[config.mk]
export PLATFORM = sky130hd
export DESIGN_NAME = branch_unit
export DESIGN_NICKNAME = d
export VERILOG_FILES = /design/src/logic/branch_pkg.sv /design/src/logic/branch_unit.sv
export SDC_FILE = /design/constraint.sdc
export NUM_CORES = 1
export LEC_CHECK = 0
export BUFFER_PORTS_ARGS = -buffer_cell sky130_fd_sc_hd__buf_2
export CELL_PAD_IN_SITES_DETAIL_PLACEMENT = 1
export CELL_PAD_IN_SITES_GLOBAL_PLACEMENT = 2
export CORE_ASPECT_RATIO = 2
export CORE_MARGIN = 4
export CORE_UTILIZATION = 31
export DETAILED_ROUTE_END_ITERATION = 8
export PLACE_DENSITY = 0.95
export SLEW_MARGIN = 20
export SYNTH_ARGS = -nofsm -noshare
export SYNTH_HDL_FRONTEND = slang
export SYNTH_SLANG_ARGS = --single-unit
[constraint.sdc]
create_clock -name cpu_clock_i -period 9.8 [get_ports cpu_clock_i]
set_input_delay 0.98 -clock cpu_clock_i [delete_from_list [all_inputs] [get_ports cpu_clock_i]]
set_output_delay 0.98 -clock cpu_clock_i [all_outputs]
set_load 0.005 [all_outputs]
[src/logic/branch_pkg.sv]
`default_nettype none

package branch_pkg;

    typedef logic [31:0] word_t;
    typedef logic [29:0] pc_word_t;    // Byte address bits [31:2]
    typedef logic [5:0]  rob_id_t;
    typedef logic [5:0]  preg_t;       // Zero means no write
    typedef logic [1:0]  bm_cntr_t;    // Top bit is the taken prediction
    typedef logic [1:0]  btype_t;

    localparam btype_t BTYPE_COND = 2'd0;
    localparam btype_t BTYPE_JUMP = 2'd2;

    typedef struct packed {
        word_t    operand_1;
        word_t    operand_2;
        word_t    offset;
        pc_word_t pc;
        logic     auipc;
        logic     lui;
        logic     jal;
        logic     jalr;
        logic [2:0] bnch_cond;         // funct3
        rob_id_t  rob_id;
        preg_t    dest;
    } branch_op_t;

    typedef struct packed {
        logic     hit;
        pc_word_t target;
        logic     way;
        bm_cntr_t cntr;
        btype_t   btype;
    } btb_pred_t;

    typedef struct packed {
        word_t    result;
        logic     wb_valid;
        preg_t    dest;
        rob_id_t  rob_id;
        logic     excp;                // Mispredicted
    } resolve_t;

    typedef struct packed {
        logic     valid;
        pc_word_t vpc;
        word_t    target;              // Taken target
        logic     taken;
        btype_t   btype;
        logic     way;
        bm_cntr_t cntr;                // Counter as predicted
    } btb_update_t;

endpackage

`default_nettype wire
[src/logic/branch_unit.sv]
`timescale 1ns/10ps
`default_nettype none

module branch_unit (
    input   wire logic                      cpu_clock_i,
    input   wire logic                      reset_i,
    input   wire logic                      flush_i,
    input   wire branch_pkg::branch_op_t    op_i,
    input   wire branch_pkg::btb_pred_t     pred_i,
    input   wire logic                      valid_i,
    output  branch_pkg::resolve_t           res_o,
    output  logic                           res_valid_o,
    output  branch_pkg::btb_update_t        upd_o
);

    branch_pkg::word_t  pc_byte;
    branch_pkg::word_t  link_addr;
    branch_pkg::word_t  taken_target;
    branch_pkg::word_t  next_addr;
    branch_pkg::word_t  result;
    branch_pkg::btype_t actual_type;

    logic eq;
    logic gt_low;
    logic gt_s;
    logic gt_u;
    logic gt;
    logic lt;
    logic cond_true;
    logic is_jump;
    logic is_upper;
    logic taken;
    logic wrong_miss;
    logic wrong_target;
    logic wrong_type;
    logic wrong_cntr;
    logic mispredict;
    logic fire;

    assign is_jump  = op_i.jal || op_i.jalr;
    assign is_upper = op_i.lui || op_i.auipc;

    // Compare split into sign bits and 31-bit magnitude
    assign eq     = op_i.operand_1 == op_i.operand_2;
    assign gt_low = op_i.operand_1[30:0] > op_i.operand_2[30:0];

    always_comb begin
        if (op_i.operand_1[31] == op_i.operand_2[31]) begin
            gt_s = gt_low;
            gt_u = gt_low;
        end else begin
            gt_s = !op_i.operand_1[31];    // Non-negative beats negative
            gt_u = op_i.operand_1[31];
        end
    end

    assign gt = op_i.bnch_cond[1] ? gt_u : gt_s;
    assign lt = !(gt || eq);

    always_comb begin
        case ({op_i.bnch_cond[2], op_i.bnch_cond[0]})
            2'b00:   cond_true = eq;     // beq
            2'b01:   cond_true = !eq;    // bne
            2'b10:   cond_true = lt;     // blt, bltu
            default: cond_true = !lt;    // bge, bgeu
        endcase
    end

    assign taken = is_jump || (cond_true && !is_upper);

    assign pc_byte      = {op_i.pc, 2'b00};
    assign link_addr    = pc_byte + 32'd4;
    assign taken_target = (op_i.jalr ? op_i.operand_1 : pc_byte) + op_i.offset;
    assign next_addr    = taken ? taken_target : link_addr;

    always_comb begin
        if (op_i.lui) begin
            result = op_i.offset;
        end else if (op_i.auipc) begin
            result = pc_byte + op_i.offset;
        end else begin
            result = link_addr;
        end
    end

    assign actual_type = is_jump ? branch_pkg::BTYPE_JUMP : branch_pkg::BTYPE_COND;

    // Any of these means the front end went the wrong way
    assign wrong_miss   = !pred_i.hit;
    assign wrong_target = pred_i.hit && taken && ({pred_i.target, 2'b00} != next_addr);
    assign wrong_type   = pred_i.hit && (pred_i.btype != actual_type);
    assign wrong_cntr   = pred_i.hit && !is_jump && (pred_i.cntr[1] != taken);
    assign mispredict   = !is_upper && (wrong_miss || wrong_target || wrong_type || wrong_cntr);

    assign fire = valid_i && !flush_i;

    always_ff @(posedge cpu_clock_i) begin
        if (reset_i) begin
            res_valid_o    <= 1'b0;
            res_o.wb_valid <= 1'b0;
            res_o.excp     <= 1'b0;
            upd_o.valid    <= 1'b0;
        end else begin
            res_valid_o    <= fire;
            res_o.wb_valid <= fire && (is_upper || is_jump) && (op_i.dest != '0);
            res_o.excp     <= fire && mispredict;
            upd_o.valid    <= fire && !is_upper;
        end
    end

    // Payload, qualified by the valid bits above
    always_ff @(posedge cpu_clock_i) begin
        res_o.result <= result;
        res_o.dest   <= op_i.dest;
        res_o.rob_id <= op_i.rob_id;
        upd_o.vpc    <= op_i.pc;
        upd_o.target <= taken_target;
        upd_o.taken  <= taken;
        upd_o.btype  <= actual_type;
        upd_o.way    <= pred_i.way;
        upd_o.cntr   <= pred_i.cntr;
    end

endmodule

`default_nettype wire

==> results of run 1 <==
==> power by group through the flow <==
stage	sequential [mW]	clock, mW	combinational, mW
after floorplan	0.563	0	0.344
after global placement	0.555	0	0.609
after detailed placement	0.557	0	0.617
after CTS	0.547	0.664	0.622
after global routing	0.553	0.682	0.673
final	0.547	0.648	0.620
==> stage by stage <==
stage / util / total power [mW]
2_1_floorplan: - / 0.907
3_3_place_gp: 0.381 / 1.16
3_5_place_dp: 0.381 / 1.17
4_1_cts: 0.401 / 1.83
5_1_grt: 0.402 / 1.91
6_report: 0.402 / 1.81
==> worst paths after layout <==
path	to	start	cells past startpoint	slack, ns
min	upd_o[2]$_DFF_P_	pred_i[4]	1	0.63
max	res_o[0]$_SDFF_PP0_	op_i[15]	16	4.84
==> cell type report <==
cell class,count,share of cell area
Multi-Input combinational cell,862,0.542
Sequential cell,115,0.202
Timing Repair Buffer,304,0.134
Tap cell,356,0.0390
Clock buffer,17,0.0373
Inverter,93,0.0306
Clock inverter,15,0.0138
Antenna cell,5,0.00110
==> cells in the mapped netlist (9+ instances only) <==
cell type	n	area, um^2
sky130_fd_sc_hd__nand4_1	24	150
sky130_fd_sc_hd__xor2_1	43	377
sky130_fd_sc_hd__a21o_1	21	158
sky130_fd_sc_hd__clkbuf_1	24	90.1
sky130_fd_sc_hd__a211oi_1	29	218
sky130_fd_sc_hd__nand2_1	73	274
sky130_fd_sc_hd__nor2b_1	16	100
sky130_fd_sc_hd__o21ai_0	57	285
sky130_fd_sc_hd__nor3_1	20	100
sky130_fd_sc_hd__dfxtp_1	115	2300
sky130_fd_sc_hd__mux2i_1	11	110
sky130_fd_sc_hd__xnor2_1	63	552
sky130_fd_sc_hd__nand2b_1	19	119
sky130_fd_sc_hd__nor4_1	12	75.1
sky130_fd_sc_hd__inv_1	93	349
sky130_fd_sc_hd__o21a_1	10	75.1
sky130_fd_sc_hd__nand3_1	31	155
sky130_fd_sc_hd__mux2_2	28	315
sky130_fd_sc_hd__nor2_1	82	308
sky130_fd_sc_hd__o211ai_1	9	67.6
sky130_fd_sc_hd__ha_1	92	1150
sky130_fd_sc_hd__a21oi_1	89	445
==> cell usage in the layout, fill, tap and decap left out, types with 7 or more instances in the layout <==
cell type / count
sky130_fd_sc_hd__buf_2: 299
sky130_fd_sc_hd__dfxtp_1: 115
sky130_fd_sc_hd__inv_1: 93
sky130_fd_sc_hd__ha_1: 92
sky130_fd_sc_hd__a21oi_1: 89
sky130_fd_sc_hd__nor2_1: 82
sky130_fd_sc_hd__nand2_1: 73
sky130_fd_sc_hd__xnor2_1: 63
sky130_fd_sc_hd__o21ai_0: 57
sky130_fd_sc_hd__xor2_1: 43
sky130_fd_sc_hd__nand3_1: 31
sky130_fd_sc_hd__a211oi_1: 29
sky130_fd_sc_hd__mux2_2: 28
sky130_fd_sc_hd__nand4_1: 24
sky130_fd_sc_hd__a21o_1: 21
sky130_fd_sc_hd__nor3_1: 20
sky130_fd_sc_hd__nand2b_1: 19
sky130_fd_sc_hd__clkbuf_16: 17
sky130_fd_sc_hd__nor2b_1: 16
sky130_fd_sc_hd__nor4_1: 12
sky130_fd_sc_hd__mux2i_1: 11
sky130_fd_sc_hd__o21a_1: 10
sky130_fd_sc_hd__o211ai_1: 9
sky130_fd_sc_hd__and3_1: 8
sky130_fd_sc_hd__o21bai_1: 8
sky130_fd_sc_hd__and2_1: 7
sky130_fd_sc_hd__a31oi_1: 7
sky130_fd_sc_hd__or2_2: 7
sky130_fd_sc_hd__inv_6: 7
==> logic make-up after synthesis <==
kind of cell,after synthesis,synth area share
flip-flops,115,0.257
XOR/XNOR,107,0.106
AO/OA/AOI/OAI,291,0.212
buffers and inverters,124,0.0536
adder cells (fa/ha/maj),94,0.133
AND/OR/NAND/NOR,328,0.189
multiplexers,41,0.0499
other,1,0.000418
==> state kept, by name, indices dropped and copies added (netlist names) <==
name         cells
upd_o           68
res_o           46
res_valid_o      1
==> routing by layer <==
| layer | part of all wire | wire (um) | GRT usage |
|---|---|---|---|
| met2 | 0.55 | 22700 | 0.479 |
| met1 | 0.34 | 14100 | 0.241 |
| met4 | 0.066 | 2700 | 0.162 |
| met3 | 0.037 | 1520 | 0.0389 |
| met5 | 0.00032 | 13 | 0 |
==> run summary, run 1 <==
TritonCTS built the clock tree. After detailed routing, the number of vias per cell comes to 5.40. The combinational fraction of design power is 0.342. The width of the die came out at 128 um. The number of global-route vias before repair came out at 10,300. Largest net degree at the start of global routing: 57.

Clock transition at the register clock pins on the worst setup and hold paths after CTS: 0.06 ns. The type of element capturing the critical path is a register. Once layout is complete, the cells apart from fillers number 1,767. Together, buffers and inverters on the worst path number 2.

Across the whole layout, storage elements account for 2300 um^2. The y dimension of the die came out at 249 um. The logs give 115 for the count of clock tree sinks and 6190 um^2 for the total area of multi-input combinational cells. The floorplan core area came out at 28,400 um^2. Kind of path behind the tightest hold check: in2reg.

For the number of nets in the synthesized netlist, the log shows 1,380. In this design, the stage delay of the slowest critical-path cell is 0.47 ns. The deepest level of the CTS H-tree is 4. Setup repair after global routing left no endpoint under its margin. The number of pins exceeding their max-slew limit in the final report was 0.

Final critical path time including I/O delays and setup: 4.96 ns. Dominant synthesized flop cell: sky130_fd_sc_hd__dfxtp_1. Synthesis instantiated 80 different standard cells from the library. In the final design database the tool counted 1,672 nets.

The sequential share of power is 0.301, and the fmax is 0.202 GHz. The analysis attributes to net switching a power of 675 uW. The critical path class was in2reg. Gates resized during post-CTS repair numbered 0. Grouping stages by cell kind, the critical path spends the most delay in compound AO/OA/AOI/OAI gates.

Data on the critical path is required at its endpoint by 10.13 ns. The total wire length was 41.1 mm. The initial standard-cell utilization of the core is 0.316. For this design the ratio of total power to cell area is 159 nW/um^2. The synthesized design contains 115 register bits.

The fraction of layout cells with a size suffix above 1 was 0.277; the total congestion overflow was 0. Counting flops with a built-in enable in the synthesized netlist gives 0. The logs give 31,900 um^2 for the area of the die and 0 for the count of max-cap constraint violations. The flow ran to the end, and the final reports show no timing, DRC or antenna violations. After clock tree synthesis, the flow added hold-fix buffers numbering 0.

The tools report the routability congestion estimate as 0.926. The fill cell total of the finished layout was 3,525. The tightest hold path in the finished design has a slack of 0.629 ns. Setup total negative slack on the finished layout was measured at 0 ns.

Relative to the synthesized area, the layout overhead comes to 27.2%. In the synthesized netlist, the number of instances is 1,101. The fraction of power spent switching nets was 0.372. For the cell area after synthesis, the log shows 8970 um^2.

Maximum fanout encountered on the critical timing path: 36. The sequential-to-total area share from yosys stat was 0.257; the number of setup violations in the final report was 0. Element type at the critical path start: an input port.

After detailed routing, the average wire length per cell comes to 23.2 um. The critical path goes through buf_2 -> buf_4 -> mux2_2 -> ha_1 -> a211oi_1 -> nor3b_1 -> o41ai_2 -> nand3_1 -> o21ai_1 -> o21ai_1 -> o31ai_1 -> xnor2_1 -> o211ai_1 -> or4_1 -> nor4_1 -> nor2_1. The analysis attributes to cell leakage a power of 5.36 nW. Most common cell type on the critical path: sky130_fd_sc_hd__o21ai_1.

Clock network fraction of design power: 0.357. Counting along the longest clock path gives a buffer depth of 2. The number of clock buffers added by TritonCTS is 17. At the pin with the least slew margin, the transition time is 1.03 ns. In the post-route analysis, the smallest setup slack over all paths is 4.84 ns.

The number of antenna violations at the first check in global routing is 6, and the post-placement cell count is 1,730. Across the VDD grid, the largest voltage drop is 119 uV. CTS placed an instance of sky130_fd_sc_hd__clkbuf_16 at the clock tree root. The slowest stage of the critical path is the sky130_fd_sc_hd__or4_1 cell. The placed cell area is 10,800 um^2, and the number of primary I/O pins is 301.

Post-CTS timing repair inserted 0 buffers for setup. The data arrival at the endpoint of the critical path was 5.29 ns. The number of routed nets with antenna violations was 0. Max-slew headroom at the worst pin: 0.307. In the routed design, unresolved DRC markers number 0. Input and output buffers added on the ports amount to 299. The detailed router finished its first iteration with 501 violations. The ratio of final minimum period to clock period is 0.506, and the final hold violation count is 0. The warning count from the yosys run is 0.

The finished cells cover 11,400 um^2. The first detailed-routing pass ran for 5 iterations. Number of core rows: 87. The share of async-settable or async-resettable flops after synthesis was 0; the post-placement worst setup slack was 4.39 ns. The mean post-synth cell area came out at 8.15 um^2. The total global-route track usage is 0.252, and the internal power is 1.14 mW. Summing over every cut layer, the via total after detailed routing is 9,536.

Summed over all nets, the half-perimeter wirelength after detailed placement is 34.7 mm. The first global-routing pass estimated 60.3 mm of wire.
Power figures use the tool's default switching activity.
==> inputs of run 2 (changes only) <==
--- a/config.mk
+++ b/config.mk
@@ -10,9 +10,9 @@
 export CELL_PAD_IN_SITES_GLOBAL_PLACEMENT = 2
 export CORE_ASPECT_RATIO = 2
 export CORE_MARGIN = 4
-export CORE_UTILIZATION = 31
+export CORE_UTILIZATION = 26
 export DETAILED_ROUTE_END_ITERATION = 8
-export PLACE_DENSITY = 0.95
+export PLACE_DENSITY = 0.88
 export SLEW_MARGIN = 20
 export SYNTH_ARGS = -nofsm -noshare
 export SYNTH_HDL_FRONTEND = slang
==> constraint.sdc (replaced) <==
create_clock -name cpu_clock_i -period 4.1 [get_ports cpu_clock_i]
set_input_delay 0.41 -clock cpu_clock_i [delete_from_list [all_inputs] [get_ports cpu_clock_i]]
set_output_delay 0.41 -clock cpu_clock_i [all_outputs]
set_load 0.005 [all_outputs]
==> run summary, run 2 (synthesized netlist as in run 1, its figures left out) <==
The number of core rows was 96 (+10%). In this run the most critical hold path is launched from pred_i[2]. The number of global-route vias before repair was 11,600 (+13%); the buffer depth of the longest clock path was 2 (unchanged). The width of the die was 139 um (+8.6%). The total power divided by cell area was 361 nW/um^2 (+130%); the number of buffers created by CTS was 17 (unchanged). Post-placement worst setup slack: -0.614 ns (-5.00 ns). The fill cell total of the finished layout came out at 4,217 (+20%).

The total wire length is 45.6 mm (+11%), and the number of port buffers is 299 (unchanged). The ratio of final minimum period to clock period is 0.956, and the floorplan core area is 34,200 um^2 (+20%). The required time of the worst setup path was 4.43 ns (-5.70 ns).

Fraction of layout cells with a size suffix above 1: 0.376 (+0.0990). The HPWL after detailed placement is 39.0 mm (+12%), and the total congestion overflow is 0 (unchanged). The delay of the slowest cell on the worst path is 0.39 ns (-0.08 ns).

The maximum fanout encountered on the critical timing path works out to 7 (-81%). The routed length per placed instance is 22.1 um (-4.9%), and the max-slew headroom at the worst pin is 0.530 (+0.223). The flow ran to the end, and the final reports show no timing, DRC or antenna violations.

Count of max-cap constraint violations: 0 (unchanged). Startpoint of the worst setup timing path: op_i[15]. The largest registers in the layout are upd_o: 68 flops, res_o: 46 flops, res_valid_o: 1 flops.

The wire length of the first global-routing pass was 67.4 mm (+12%); the count of clock tree sinks was 115 (unchanged). The number of pins exceeding their max-slew limit in the final report came out at 0 (unchanged). The tightest min-delay check is of the in2reg type. The routability congestion estimate is 0.933 (+0.78%), and the post-synthesis to final-layout area growth is 47.7%.

The fmax came out at 0.255 GHz. Initial standard-cell utilization of the core: 0.262 (-0.0537). The critical path is of the in2reg type. Among cell families on the critical path, the largest total delay comes from simple AND/OR/NAND/NOR gates. For the leakage power, the log shows 6.41 nW (+20%). The number of flip-flops under the largest register name came out at 68 (unchanged).

The post-detailed-route DRC marker count was 0 (unchanged); the number of setup violations in the final report was 0 (unchanged). The first-pass iteration count of the detailed router was 5 (unchanged). The tools report the worst supply voltage drop on vdd as 310 uV (+160%). The area of the die was 37,700 um^2 (+18%); the deepest level of the CTS H-tree was 4 (unchanged). By instance count, the cell type seen most on the critical path is sky130_fd_sc_hd__buf_4. The tools report the number of hold-repair buffers added at the cts stage as 0 (unchanged). The largest individual stage delay along the critical path comes from the cell sky130_fd_sc_hd__nor4_4. The y dimension of the die works out to 271 um (+8.9%). The combined buffer and inverter count along the critical path came out at 7 (+5). The number of vias per cell works out to 5.04 (-6.5%). The library cell used most frequently in the layout, excluding fill and tap cells, is sky130_fd_sc_hd__buf_2.

The top cell types in the final layout, fill and taps aside, are 298 x sky130_fd_sc_hd__buf_2, 209 x sky130_fd_sc_hd__buf_4, 115 x sky130_fd_sc_hd__dfxtp_1. The data arrival at the endpoint of the critical path was 4.25 ns (-1.04 ns); the number of nets in the layout was 1,879 (+12%). The number of antenna violations at the first check in global routing is 9 (+3), and the smallest setup slack after layout is 0.179 ns (-4.66 ns). Traced cell by cell, the critical path runs through buf_4 -> buf_12 -> buf_4 -> mux2_2 -> ha_1 -> o21a_1 -> nor2_1 -> a31oi_4 -> buf_6 -> a211o_1 -> a21oi_1 -> xor2_1 -> buf_4 -> a21oi_1 -> buf_4 -> nand4_1 -> nor4_4 -> buf_4 -> o221ai_1 -> nor4_1 -> nor2_1. TritonCTS built the clock tree. The worst path needs 3.92 ns of the cycle, external delays included. The total negative setup slack is 0 ns (unchanged), and the number of primary I/O pins is 301 (unchanged). The worst-margin pin slew is 0.700 ns (-0.330 ns). For the number of DRC markers in iteration 0, the log shows 334 (-33%).

The total global-route track usage was 0.235 (-0.0168). Total via count after detailed routing: 10,400 (+9.1%). The clock transition at the register clock pins on the worst setup and hold paths after CTS works out to 0.07 ns (about the same). Largest register by flop count: upd_o. Type of element capturing the critical path: a register.

For the largest net degree at the start of global routing, the log shows 56 (-1.8%). The cell sitting at the root of the clock tree is a sky130_fd_sc_hd__clkbuf_16. The tools report the element type at the critical path start as an input port.

The final hold violation count is 0 (unchanged), and the number of routed nets with antenna violations is 0 (unchanged).
-- run 2: cell count changes in the layout (fill, tap and decap cells not counted), moves of 2 or more --
cell                        delta
sky130_fd_sc_hd__buf_4       +204
sky130_fd_sc_hd__diode_2       +4
sky130_fd_sc_hd__buf_12        +3
sky130_fd_sc_hd__bufinv_16     +2
sky130_fd_sc_hd__inv_6         -2
sky130_fd_sc_hd__o21ai_1       -2
sky130_fd_sc_hd__o21ai_2       +2
-- run 2: through the flow --
stage               instance area, um^2  hold WS [ns]   util  instances  total power [mW]
global placement                  12400         0.512  0.363       2012              3.09
global route                      13200        0.0353  0.387       2061              5.04
finish                            13200        0.0506  0.387       2063              4.79
CTS                               13100        0.0254  0.382       2044              4.81
floorplan                          8980         0.438      -       1101              2.17
detailed placement                12400         0.514  0.363       2012              3.12
-- run 2: cell type report --
type	count	area (um^2)	area share
multi-input cells	862	6270	0.473
repair buffers	511	3130	0.236
flip-flops and latches	115	2300	0.174
well taps	441	552	0.0417
clock buffers	18	429	0.0324
inverters	93	349	0.0264
clock inverters	14	191	0.0145
diodes	9	22.5	0.00170
-- run 2: per-layer routing --
metal | track usage | routed length (um)
met5 | 0 | 0
met4 | 0.169 | 3430
met3 | 0.0386 | 1600
met2 | 0.466 | 25900
met1 | 0.206 | 14700
-- run 2: worst paths after layout --
| check | to | slack [ns] | cells past startpoint |
|---|---|---|---|
| worst max-delay path | res_o[0]$_SDFF_PP0_ | 0.18 | 21 |
| worst min-delay path | upd_o[0]$_DFF_P_ | 0.05 | 1 |
-- run 2: what timing repair did --
item / 4_1_cts / 5_1_grt
endpoints found under the hold margin: 0 / 0
pin swaps: 0 / 12
setup buffers: 0 / 10
endpoints found under the setup margin: 1 / 1
resized for setup: 1 / 18
-- run 2: report_power, final --
part	total [mW]	internal (mW)	switching, mW
registers	1.31	1.26	0.0492
logic	1.83	0.858	0.973
clock network	1.64	0.977	0.665
