==> config.mk <==
export PLATFORM = sky130hd
export DESIGN_NAME = branch_dispatch
export DESIGN_NICKNAME = d
export VERILOG_FILES = /design/src/logic/branch_pkg.sv /design/src/logic/branch_dispatch.sv
export SDC_FILE = /design/constraint.sdc
export NUM_CORES = 1
export LEC_CHECK = 0
export BUFFER_PORTS_ARGS = -buffer_cell sky130_fd_sc_hd__buf_2
export CAP_MARGIN = 25
export CORE_AREA = 4 4 155 157
export CTS_CLUSTER_DIAMETER = 50
export DETAILED_ROUTE_END_ITERATION = 10
export DIE_AREA = 0 0 159 161
export PLACE_DENSITY = 0.71
export SYNTH_ARGS = -nofsm -noshare
export SYNTH_HDL_FRONTEND = slang
export SYNTH_SLANG_ARGS = --single-unit
==> constraint.sdc <==
create_clock -name cpu_clock_i -period 13.5 [get_ports cpu_clock_i]
set_clock_uncertainty 0.05 [all_clocks]
set_input_delay 0.675 -clock cpu_clock_i [delete_from_list [all_inputs] [get_ports cpu_clock_i]]
set_output_delay 0.675 -clock cpu_clock_i [all_outputs]
set_load 0.005 [all_outputs]
==> src/logic/branch_pkg.sv <==
`default_nettype none

package branch_pkg;

    typedef logic [31:0] word_t;
    typedef logic [29:0] pc_word_t;    // Byte address bits [31:2]
    typedef logic [5:0]  rob_id_t;
    typedef logic [5:0]  preg_t;       // Zero means no write
    typedef logic [1:0]  bm_cntr_t;    // Top bit is the taken prediction
    typedef logic [1:0]  btype_t;

    localparam btype_t BTYPE_COND = 2'd0;
    localparam btype_t BTYPE_JUMP = 2'd2;

    typedef struct packed {
        word_t    operand_1;
        word_t    operand_2;
        word_t    offset;
        pc_word_t pc;
        logic     auipc;
        logic     lui;
        logic     jal;
        logic     jalr;
        logic [2:0] bnch_cond;         // funct3
        rob_id_t  rob_id;
        preg_t    dest;
    } branch_op_t;

    typedef struct packed {
        logic     hit;
        pc_word_t target;
        logic     way;
        bm_cntr_t cntr;
        btype_t   btype;
    } btb_pred_t;

    typedef struct packed {
        word_t    result;
        logic     wb_valid;
        preg_t    dest;
        rob_id_t  rob_id;
        logic     excp;                // Mispredicted
    } resolve_t;

    typedef struct packed {
        logic     valid;
        pc_word_t vpc;
        word_t    target;              // Taken target
        logic     taken;
        btype_t   btype;
        logic     way;
        bm_cntr_t cntr;                // Counter as predicted
    } btb_update_t;

endpackage

`default_nettype wire
==> src/logic/branch_dispatch.sv <==
`timescale 1ns/10ps
`default_nettype none

module branch_dispatch (
    input   wire logic                      cpu_clock_i,
    input   wire logic                      reset_i,
    input   wire logic                      flush_i,
    // issue port
    input   wire branch_pkg::branch_op_t    op_i,
    input   wire logic                      op_valid_i,
    output  logic                           op_ready_o,
    // BTB read port
    input   wire logic                      btb_busy_i,
    output  branch_pkg::pc_word_t           lookup_vpc_o,
    input   wire branch_pkg::btb_pred_t     pred_i,
    // towards the branch unit
    output  branch_pkg::branch_op_t         issue_op_o,
    output  branch_pkg::btb_pred_t          issue_pred_o,
    output  logic                           issue_valid_o
);

    branch_pkg::branch_op_t lkp_op_q;      // Waiting for its BTB read
    logic                   lkp_valid_q;
    branch_pkg::branch_op_t hold_op_q;     // Read done, prediction on pred_i
    logic                   hold_valid_q;
    logic                   accept;
    logic                   read_fire;

    // Nothing can move while the BTB is writing
    assign op_ready_o = !btb_busy_i;
    assign accept     = op_valid_i && op_ready_o;
    assign read_fire  = lkp_valid_q && !btb_busy_i;

    assign lookup_vpc_o = lkp_op_q.pc;

    always_ff @(posedge cpu_clock_i) begin
        if (reset_i || flush_i) begin
            lkp_valid_q  <= 1'b0;
            hold_valid_q <= 1'b0;
        end else begin
            if (accept) begin
                lkp_valid_q <= 1'b1;
            end else if (read_fire) begin
                lkp_valid_q <= 1'b0;
            end
            hold_valid_q <= read_fire;
        end
    end

    always_ff @(posedge cpu_clock_i) begin
        if (accept) begin
            lkp_op_q <= op_i;
        end
        if (read_fire) begin
            hold_op_q <= lkp_op_q;    // Same edge the BTB registers its read
        end
    end

    assign issue_op_o    = hold_op_q;
    assign issue_pred_o  = pred_i;
    assign issue_valid_o = hold_valid_q;

endmodule

`default_nettype wire

==> summary.txt, run 1 <==
Run status
  – Status: complete, no violations

Routing
  – Vias/cell: 4.37
  – Vias: 4251
  – Post-Route WL: 17600 µm
  – DR iter-0 viols: 211
  – # DRC: 0
  – Routed len/inst: 18.1 µm
  – Routed Antenna Nets: 0
  – First drt pass iteration count: 4

Clock tree
  – Resize count post-CTS: 0
  – Clk sink count: 292
  – CTS tree: done
  – Hold-fix buffer count after cts: 0
  – Inserted Clock Buffers: 31
  – CTS Root Cell: clkbuf_16
  – Clk_lat worst skew: 530 ps
  – Worst-path clk slew: 60 ps
  – Clock Tree Buf Depth: 3
  – Maximum level of the CTS H-tree: 1
  – Setup Buffers After CTS: 0

Critical path
  – Worst R2R Path Depth: 2
  – CP endpoint: lookup_vpc_o[11]$_DFFE_PP_
  – CP bufs+invs: 3
  – Worst-path cell chain: buf_2 > and2b_4 > buf_4 > buf_4
  – CP max-delay cell: buf_4
  – Setup Crit Path Kind: in2reg
  – CP startpoint kind: input pin
  – Crit path depth: 4
  – Delay-heaviest family, CP: buffers and inverters
  – Required @ worst endpoint: 13600 ps
  – CP max FO: 73
  – Largest stage delay, worst path: 850 ps
  – CP Launch Point: btb_busy_i
  – Worst Path Arrival: 2670 ps
  – Cell mode on critical path: buf_4
  – Worst r2r src: lkp_valid_q$_SDFFE_PP0P_
  – R2r endpoint: issue_op_o[64]$_DFFE_PP_
  – Crit path capture type: register
  – FF-to-FF setup slack: 11780 ps

Synthesis
  – Gate Count Post-Synth: 364
  – Top cell type by total area after synthesis: edfxtp_1
  – #FFs+latches synth: 292
  – Share of the synthesized area in the top cell type: 93.7%
  – Post-synth cell types: 9
  – Synth top area cells: edfxtp_1 (94%), buf_4 (5.3%), dfxtp_1 (0.43%)
  – Ys Warns: 0
  – Syn_area_per_cell: 25.5 µm²
  – Syn Nets: 550
  – Post-synthesis cell area: 9300 µm²
  – Post-synthesis sequential area ratio: 94.1%

STA
  – Setup-failing EPs final: 0
  – Post-Route Setup TNS: 0 ps
  – Tmin final: 2570 ps
  – Final Hold Viols: 0
  – Ratio of final minimum period to clock period: 19.1%
  – Highest Clock Rate: 0.389 GHz
  – Hold Worst Slack: 258 ps
  – Actual slew at the worst max-slew pin: 1000 ps
  – Unrepaired setup endpoints after global routing: false
  – Slew Limit Fails: 0
  – Max_slew headroom: 33.3%

Job
  – Max Cap Viol: 0

GRT
  – Met1 Usage GRT: 14.6%
  – Gr usage total: 13.0%
  – Total global routing overflow: 0
  – Wire length of the first global-routing pass: 26000 µm
  – Largest net degree at the start of global routing: 78
  – Initial antenna violation count: 6
  – Busiest grt layer: met2
  – Vias in the first global route: 4441
  – M3 GR Usage: 6.97%
  – Met2 GRT Util: 21.5%

Layout
  – Layout area overhead: 27.9%
  – Layout cells sized above 1: 55.3%
  – Core Util, Final: 52.8%
  – Fin nets: 847
  – Multi-input gate area: 56.3 µm²
  – Register area: 8750 µm²
  – Final-layout fill cell count: 1788

Pwr
  – VDD IR max: 0.133 mV
  – Pleak: 4.52 nW
  – Final Power: 1.96 mW
  – PwrDens: 165 nW/µm²

Hold path
  – HP Class: in2reg

Floorplanning
  – DIE HEIGHT: 161 µm
  – Core ar.: 22500 µm²
  – Cell row count: 55
  – Starting Density: 41.3%
  – Die X: 159 µm
  – I/O pin count: 399
  – DIE AREA: 25600 µm²

Placement
  – Port bufs: 326
  – Placer congestion estimate: 0.727
where the power goes:
part	internal (mW)	switching, mW	leakage [nW]	total [mW]
clock	0.525	0.334	0.506	0.859
sequential	1.04	0.00970	2.69	1.05
combinational	0.0230	0.0248	1.33	0.0478
total	1.59	0.368	4.52	1.96
registers in the layout, indices dropped and copies added, names as in the netlist:
signal / count
lkp_op_q: 115
issue_valid_o: 1
issue_op_o: 145
lkp_valid_q: 1
lookup_vpc_o: 30
worst reg2reg max path, delay by kind of cell (launching register included):
| family | cells | cell delay, ps |
|---|---|---|
| buffers and inverters | 1 | 700 |
| flip-flops | 1 | 330 |
| AND/OR/NAND/NOR | 1 | 140 |
synth_stat cells:
cell type / count
and2b_2: 1
buf_4: 66
dfxtp_1: 2
edfxtp_1: 290
inv_1: 1
mux2i_1: 1
nor2b_2: 1
nor3_2: 1
nor3b_2: 1
cell families (layout without fill, tap and decap cells):
kind of cell | count (synthesis) | after routing | synth area share [%]
other | 0 | 2 | 0
multiplexers | 1 | 1 | 0.108
flip-flops | 292 | 292 | 94.1
buffers and inverters | 67 | 388 | 5.37
AND/OR/NAND/NOR | 4 | 4 | 0.431
routing by layer:
metal	up-vias	part of all wire, %
li1	1956	-
met1	1981	36
met2	258	49
met3	48	12
met4	8	2.9
met5	-	0.33
cells in the final DEF, fill, tap and decap left out:
| cell | Yosys | routed |
|---|---|---|
| nor3b_2 | 1 | 1 |
| clkbuf_16 | 0 | 31 |
| edfxtp_1 | 290 | 290 |
| inv_6 | 0 | 1 |
| bufinv_16 | 0 | 5 |
| clkinv_2 | 0 | 2 |
| clkinv_1 | 0 | 2 |
| inv_1 | 1 | 1 |
| mux2i_1 | 1 | 1 |
| clkinvlp_4 | 0 | 2 |
| diode_2 | 0 | 2 |
| nor2b_4 | 0 | 1 |
| nor3_2 | 1 | 1 |
| buf_2 | 0 | 326 |
| inv_8 | 0 | 2 |
| buf_4 | 66 | 4 |
| clkbuf_1 | 0 | 10 |
| and2b_4 | 0 | 1 |
| dfxtp_1 | 2 | 2 |
| clkinv_8 | 0 | 2 |
worst min-delay path by stage:
stage	slack, ps	end	startpoint	depth (start not counted)
floorplan	350	issue_op_o[0]$_DFFE_PP_	lkp_op_q[0]$_DFFE_PP_	0
global placement	350	issue_op_o[112]$_DFFE_PP_	lkp_op_q[112]$_DFFE_PP_	0
detailed placement	350	issue_op_o[103]$_DFFE_PP_	lkp_op_q[103]$_DFFE_PP_	0
CTS	230	lkp_op_q[17]$_DFFE_PP_	op_i[17]	1
global route	220	lkp_op_q[129]$_DFFE_PP_	op_i[129]	1
finish	260	lookup_vpc_o[23]$_DFFE_PP_	op_i[42]	1
through the flow:
| step | area [µm²] | setup slack (ps) | std cells |
|---|---|---|---|
| after floorplan | 9300 | 8400 | 364 |
| after global placement | 10800 | 10330 | 913 |
| after detailed placement | 10800 | 10320 | 913 |
| after CTS | 11900 | 10900 | 970 |
| after global routing | 11900 | 10780 | 972 |
| final | 11900 | 10930 | 972 |
area by class of cell:
class                      count  share of cell area, %
antenna                        2                 0.0421
clock buffer                  41                   6.84
clock inverter                16                   2.07
inverter                       1                 0.0316
multi-input combinational      5                  0.473
sequential                   292                   73.6
tap                          285                   3.00
timing repair buffer         330                   14.0
Note: power is estimated with default switching activity, not from simulation.
==> run 2, diff against run 1 <==
==> constraint.sdc (replaced) <==
create_clock -name cpu_clock_i -period 2.7 [get_ports cpu_clock_i]
set_clock_uncertainty 0.05 [all_clocks]
set_input_delay 0.135 -clock cpu_clock_i [delete_from_list [all_inputs] [get_ports cpu_clock_i]]
set_output_delay 0.135 -clock cpu_clock_i [all_outputs]
set_load 0.005 [all_outputs]
==> run 2 against run 1 <==
Effect of this change: routed wire length rose by 18%; worst setup slack got worse by 9800 ps; register-to-register slack got worse by 11000 ps; via count rose by 16%; critical path depth fell by 2; flip-flop and latch count did not move; largest cell class unchanged.
==> summary.txt, run 2 (synthesis gave the netlist of run 1 again) <==
GRT
  – Wire length of the first global-routing pass: 31700 µm (+22%)
  – Vias in the first global route: 5357 (+21%)
  – Initial antenna violation count: 1 (-5)
  – Largest net degree at the start of global routing: 40 (-49%)
  – Gr usage total: 16.0% (+3.0 points)
  – Total global routing overflow: 0 (unchanged)

STA
  – Post-Route Setup TNS: 0 ps (unchanged)
  – Max_slew headroom: 51.5% (+18 points)
  – Hold Worst Slack: 94.9 ps (-164 ps)
  – Ratio of final minimum period to clock period: 59.8%
  – Tmin final: 1610 ps
  – Slew Limit Fails: 0 (unchanged)
  – Highest Clock Rate: 0.620 GHz
  – Actual slew at the worst max-slew pin: 728 ps (-272 ps)
  – Final Hold Viols: 0 (unchanged)
  – Setup-failing EPs final: 0 (unchanged)
  – Unrepaired setup endpoints after global routing: false

Layout
  – Final-layout fill cell count: 1576 (-12%)
  – Fin nets: 1006 (+19%)
  – Layout cells sized above 1: 46.5% (-8.8 points)
  – Layout area overhead: 46.6%
  – Final instance area: 13600 µm² (+15%)
  – Commonest non-fill, non-tap cell in the layout: buf_2
  – Max FFs per register: 145 (unchanged)
  – Most frequent cells in the layout: buf_2 (326), edfxtp_1 (290), dlygate4sd3_1 (148)

Routing
  – First drt pass iteration count: 6 (+2)
  – Vias: 4915 (+16%)
  – Routed len/inst: 18.3 µm (+1.3%)
  – Post-Route WL: 20700 µm (+18%)
  – Vias/cell: 4.34 (-0.72%)
  – # DRC: 0 (unchanged)
  – Routed Antenna Nets: 0 (unchanged)
  – DR iter-0 viols: 239 (+13%)

Critical path
  – Worst Path Arrival: 1730 ps (-940 ps)
  – CP bufs+invs: 1 (-2)
  – CP startpoint kind: register
  – Largest stage delay, worst path: 570 ps (-280 ps)
  – Required @ worst endpoint: 2820 ps (-10780 ps)
  – Delay-heaviest family, CP: simple AND/OR/NAND/NOR gates
  – Worst-path cell chain: nor2b_4 > buf_12
  – Setup Crit Path Kind: reg2reg
  – CP max FO: 39 (-47%)
  – CP max-delay cell: nor2b_4
  – Crit path capture type: register

Pwr
  – Pleak: 5.27 nW (+17%)
  – Internal power: 8.36 mW (+430%)
  – NetSw: 1.91 mW (+420%)
  – PwrDens: 754 nW/µm² (+360%)
  – Clock network fraction of total power: 44.5% (+0.6 points)
  – Switch share: 18.6% (-0.25 points)
  – VDD IR max: 0.576 mV (+330%)
  – Gate power share: 4.3% (+1.9 points)
  – Flop pwr share: 51.2% (-2.5 points)

Clock tree
  – Maximum level of the CTS H-tree: 2 (+1)
  – Clock Tree Buf Depth: 3 (unchanged)
  – CTS tree: done
  – Setup Buffers After CTS: 0 (unchanged)
  – CTS Root Cell: clkbuf_16
  – Resize count post-CTS: 0 (unchanged)
  – Worst-path clk slew: 50 ps (about the same)
  – Inserted Clock Buffers: 34 (+9.7%)
  – Clk_lat worst skew: 480 ps (-50 ps)
  – Clk sink count: 292 (unchanged)

Placement
  – Placer congestion estimate: 0.776 (+6.6%)
  – Port bufs: 326 (unchanged)
  – Placed cell areas: 11000 µm² (+1.5%)
  – HPWL after detailed placement: 13100 µm

Run status
  – Status: complete, no violations

Job
  – Max Cap Viol: 0 (unchanged)

Floorplanning
  – I/O pin count: 399 (unchanged)
  – Cell row count: 55 (unchanged)
  – DIE HEIGHT: 161 µm (unchanged)
  – Die X: 159 µm (unchanged)
  – DIE AREA: 25600 µm² (unchanged)
  – Starting Density: 41.3% (unchanged)
  – Core ar.: 22500 µm² (unchanged)

Hold path
  – HP Class: in2reg
## run 2: final cells by class
| cell class | instances | area (µm²) | area share [%] |
|---|---|---|---|
| sequential | 292 | 8750 | 64.2 |
| timing repair buffer | 486 | 3300 | 24.2 |
| clock buffer | 44 | 952 | 6.99 |
| tap | 285 | 357 | 2.62 |
| clock inverter | 17 | 200 | 1.47 |
| multi-input combinational | 5 | 56.3 | 0.413 |
| antenna | 2 | 5.00 | 0.0367 |
| inverter | 1 | 3.75 | 0.0275 |
## run 2: final timing paths
check / startpoint / to / slack, ps / cells past startpoint
worst max register to register: lkp_valid_q$_SDFFE_PP0P_ / issue_op_o[89]$_DFFE_PP_ / 1090 / 2
worst min register to register: lkp_op_q[66]$_DFFE_PP_ / issue_op_o[66]$_DFFE_PP_ / 360 / 0
worst min-delay path: btb_busy_i / issue_op_o[88]$_DFFE_PP_ / 90 / 2
worst max-delay path: lkp_valid_q$_SDFFE_PP0P_ / issue_op_o[89]$_DFFE_PP_ / 1090 / 2
## run 2: routing by layer
| layer | vias up | part of all wire [%] | track usage, % |
|---|---|---|---|
| met1 | 2329 | 36 | 17.8 |
| met2 | 279 | 52 | 27.5 |
| met5 | - | 0 | 0 |
| li1 | 2272 | - | - |
| met3 | 35 | 10 | 7.68 |
| met4 | 0 | 2.3 | 5.09 |
## run 2: repair_timing
action                                  4_1_cts  5_1_grt
hold endpoints to repair                    147        0
endpoints found under the setup margin        0        0
hold buffers                                148        0
## run 2: power by group through the flow
stage / logic [mW] / registers (mW) / clock network [mW]
after detailed placement: 0.267 / 5.35 / 0
final: 0.443 / 5.26 / 4.57
after floorplan: 0.131 / 5.34 / 0
after global routing: 0.480 / 5.27 / 4.93
after CTS: 0.438 / 5.25 / 4.68
after global placement: 0.263 / 5.34 / 0
## run 2: stage by stage
step / worst slack, ps / instances / total power [mW] / utilization [%]
floorplan: -336 / 364 / 5.47 / -
global placement: 1040 / 921 / 5.60 / 48.8
detailed placement: 1030 / 921 / 5.62 / 48.8
CTS: 1080 / 1130 / 10.4 / 60.5
global route: 1000 / 1131 / 10.7 / 60.5
finish: 1090 / 1132 / 10.3 / 60.6
==> run 3, diff against run 2 <==
--- a/config.mk
+++ b/config.mk
@@ -5,13 +5,14 @@
 export SDC_FILE = /design/constraint.sdc
 export NUM_CORES = 1
 export LEC_CHECK = 0
+export ABC_AREA = 1
 export BUFFER_PORTS_ARGS = -buffer_cell sky130_fd_sc_hd__buf_2
 export CAP_MARGIN = 25
 export CORE_AREA = 4 4 155 157
 export CTS_CLUSTER_DIAMETER = 50
 export DETAILED_ROUTE_END_ITERATION = 10
 export DIE_AREA = 0 0 159 161
-export PLACE_DENSITY = 0.71
+export PLACE_DENSITY = 0.7
 export SYNTH_ARGS = -nofsm -noshare
 export SYNTH_HDL_FRONTEND = slang
 export SYNTH_SLANG_ARGS = --single-unit
==> constraint.sdc (replaced) <==
create_clock -name cpu_clock_i -period 1.5 [get_ports cpu_clock_i]
set_clock_uncertainty 0.05 [all_clocks]
set_input_delay 0.075 -clock cpu_clock_i [delete_from_list [all_inputs] [get_ports cpu_clock_i]]
set_output_delay 0.075 -clock cpu_clock_i [all_outputs]
set_load 0.005 [all_outputs]
==> run 3 against run 2 <==
Effect of this change: design area is 0.23% lower; critical endpoint is now issue_op_o[79]$_DFFE_PP_; global-route usage hardly changed; synthesized cell count is 1.4% higher; routed wire length is 1.5% higher; cell count stayed put; largest cell class unchanged; critical path type is now in2reg; via count is 1.4% higher.
==> summary.txt, run 3 <==
Run status
  – Status: complete, no violations

Synthesis
  – Syn Nets: 555 (+0.91%)
  – Post-synthesis cell area: 9300 µm² (about the same)
  – FFs w/ async S/R, synth: 0% (unchanged)
  – #FFs+latches synth: 292 (unchanged)
  – EDFF count, synth: 290 (unchanged)
  – Post-synth top flop: edfxtp_1
  – Top cell type by total area after synthesis: edfxtp_1
  – Share of the synthesized area in the top cell type: 93.7% (about the same)
  – Top-count cell post-synth: edfxtp_1
  – Synth top area cells: edfxtp_1 (94%), buf_4 (5.3%), dfxtp_1 (0.43%)
  – Synth top cells by count: edfxtp_1 (290), buf_4 (66), inv_1 (4)
  – Post-synthesis sequential area ratio: 94.1% (about the same)
  – Ys Warns: 0 (unchanged)
  – Gate Count Post-Synth: 369 (+1.4%)
  – Syn_area_per_cell: 25.2 µm² (-1.4%)
  – Post-synth cell types: 9 (unchanged)

GRT
  – Total global routing overflow: 0 (unchanged)
  – Wire length of the first global-routing pass: 32000 µm (+0.89%)
  – Largest net degree at the start of global routing: 78 (+95%)
  – Vias in the first global route: 5593 (+4.4%)
  – Initial antenna violation count: 1 (unchanged)
  – Gr usage total: 16.1% (+0.024 points)

STA
  – Worst Setup Slack, final: 87.0 ps (-999 ps)
  – Final Hold Viols: 0 (unchanged)
  – Ratio of final minimum period to clock period: 94.2%
  – Unrepaired setup endpoints after global routing: false
  – Tmin final: 1410 ps
  – Slew Limit Fails: 0 (unchanged)
  – Actual slew at the worst max-slew pin: 470 ps (-258 ps)
  – Setup-failing EPs final: 0 (unchanged)
  – Max_slew headroom: 68.6% (+17 points)
  – Hold Worst Slack: 100 ps (+5.12 ps)
  – Highest Clock Rate: 0.708 GHz

Clock tree
  – Clk_lat worst skew: 490 ps (about the same)
  – Worst-path clk slew: 60 ps (about the same)
  – Hold-fix buffer count after cts: 149 (+0.68%)
  – CTS Root Cell: clkbuf_16
  – Setup Buffers After CTS: 0 (unchanged)
  – Resize count post-CTS: 0 (unchanged)
  – Clk sink count: 292 (unchanged)
  – Inserted Clock Buffers: 35 (+2.9%)
  – Clock Tree Buf Depth: 3 (unchanged)
  – Maximum level of the CTS H-tree: 2 (unchanged)
  – CTS tree: done

Pwr
  – VDD IR max: 1.01 mV (+76%)
  – PwrDens: 1360 nW/µm² (+81%)
  – Internal power: 14.9 mW (+78%)
  – Pleak: 5.24 nW (-0.58%)
  – Switch share: 19.4% (+0.86 points)
  – Final Power: 18.5 mW (+80%)
  – NetSw: 3.60 mW (+89%)
  – Flop pwr share: 51.1% (about the same)
  – Clock network fraction of total power: 44.7% (+0.2 points)
  – Gate power share: 4.3% (about the same)

Floorplanning
  – DIE HEIGHT: 161 µm (unchanged)
  – Starting Density: 41.3% (about the same)
  – I/O pin count: 399 (unchanged)
  – DIE AREA: 25600 µm² (unchanged)
  – Cell row count: 55 (unchanged)
  – Core ar.: 22500 µm² (unchanged)
  – Die X: 159 µm (unchanged)

Critical path
  – R2r endpoint: issue_op_o[79]$_DFFE_PP_
  – Worst Path Arrival: 1490 ps (-240 ps)
  – Setup Crit Path Kind: in2reg
  – Crit path capture type: register
  – CP Launch Point: btb_busy_i
  – Required @ worst endpoint: 1580 ps (-1240 ps)
  – CP max FO: 77 (+97%)
  – CP endpoint: issue_op_o[79]$_DFFE_PP_
  – Worst r2r src: lkp_valid_q$_SDFFE_PP0P_
  – FF-to-FF setup slack: 100 ps (-990 ps)
  – Worst R2R Path Depth: 3 (+1)
  – CP startpoint kind: input pin

Layout
  – Post-route insts no fill: 1132 (unchanged)
  – Core Util, Final: 60.4% (-0.14 points)
  – Final-layout fill cell count: 1577 (+0.063%)
  – Layout cells sized above 1: 46.2% (-0.29 points)
  – Commonest non-fill, non-tap cell in the layout: buf_2
  – Most frequent cells in the layout: buf_2 (326), edfxtp_1 (290), dlygate4sd3_1 (149)
  – Fin nets: 1008 (+0.20%)
  – Layout area overhead: 46.3%
  – Max FFs per register: 145 (unchanged)

Placement
  – Port bufs: 326 (unchanged)
  – Placed Cells incl. Taps: 921 (unchanged)
  – HPWL after detailed placement: 12800 µm (-2.1%)
  – Placer congestion estimate: 0.748 (-3.5%)
  – Setup WS pre-CTS: 159 ps (-871 ps)

Routing
  – Routed Antenna Nets: 0 (unchanged)
  – DR iter-0 viols: 244 (+2.1%)
  – Routed len/inst: 18.6 µm (+1.5%)
  – # DRC: 0 (unchanged)
  – Post-Route WL: 21000 µm (+1.5%)
  – Vias: 4982 (+1.4%)
  – First drt pass iteration count: 4 (-2)
  – Vias/cell: 4.40 (+1.4%)

Job
  – Max Cap Viol: 0 (unchanged)

Hold path
  – HP Class: in2out
[run 3: cell type report]
type | instances | area [µm²] | area share, %
multi-input combinational | 6 | 37.5 | 0.276
clock inverter | 19 | 216 | 1.59
sequential | 292 | 8750 | 64.3
inverter | 5 | 38.8 | 0.285
timing repair buffer | 482 | 3250 | 23.9
antenna | 1 | 2.50 | 0.0184
clock buffer | 42 | 945 | 6.95
tap | 285 | 357 | 2.62
[run 3: worst max-delay path: stages]
cell and delay (ps):
dlygate4sd3_1 530, buf_2 180, inv_12 70, nand2_2 70
clkinvlp_4 120, buf_12 320
[run 3: cells by family after synthesis]
group / after synthesis / share of synthesized area (%)
AOI/OAI and AO/OA: 1 / 0.0942
DFF: 292 / 94.1
and+or+nand+nor: 5 / 0.256
buffers and inverters: 71 / 5.53
[run 3: power by group through the flow]
stage / combinational [mW] / clock [mW] / sequential (mW)
floorplan: 0.241 / 0 / 9.61
global placement: 0.469 / 0 / 9.60
detailed placement: 0.477 / 0 / 9.62
CTS: 0.788 / 8.45 / 9.45
global route: 0.854 / 8.87 / 9.48
finish: 0.791 / 8.27 / 9.46
[run 3: metal layers]
metal	vias up	track usage, %	wire [µm]	part of all wire, %
li1	2277	-	-	-
met1	2380	17.2	7360	35
met2	274	29.0	11200	53
met3	51	6.05	1960	9.3
met4	0	6.23	568	2.7
met5	-	0	0	0
[run 3: worst min path at each step]
| stage | startpoint | to | depth (start not counted) |
|---|---|---|---|
| 2_1_floorplan | btb_busy_i | op_ready_o | 1 |
| 3_3_place_gp | pred_i[22] | issue_pred_o[22] | 0 |
| 3_5_place_dp | pred_i[22] | issue_pred_o[22] | 0 |
| 4_1_cts | pred_i[22] | issue_pred_o[22] | 0 |
| 5_1_grt | pred_i[6] | issue_pred_o[6] | 0 |
| 6_report | pred_i[6] | issue_pred_o[6] | 0 |
[run 3: metrics by stage]
stage	instance area (µm²)	setup TNS [ps]
after floorplan	9320	-391060
after global placement	10900	0
after detailed placement	10900	0
after CTS	13600	0
after global routing	13600	0
final	13600	0
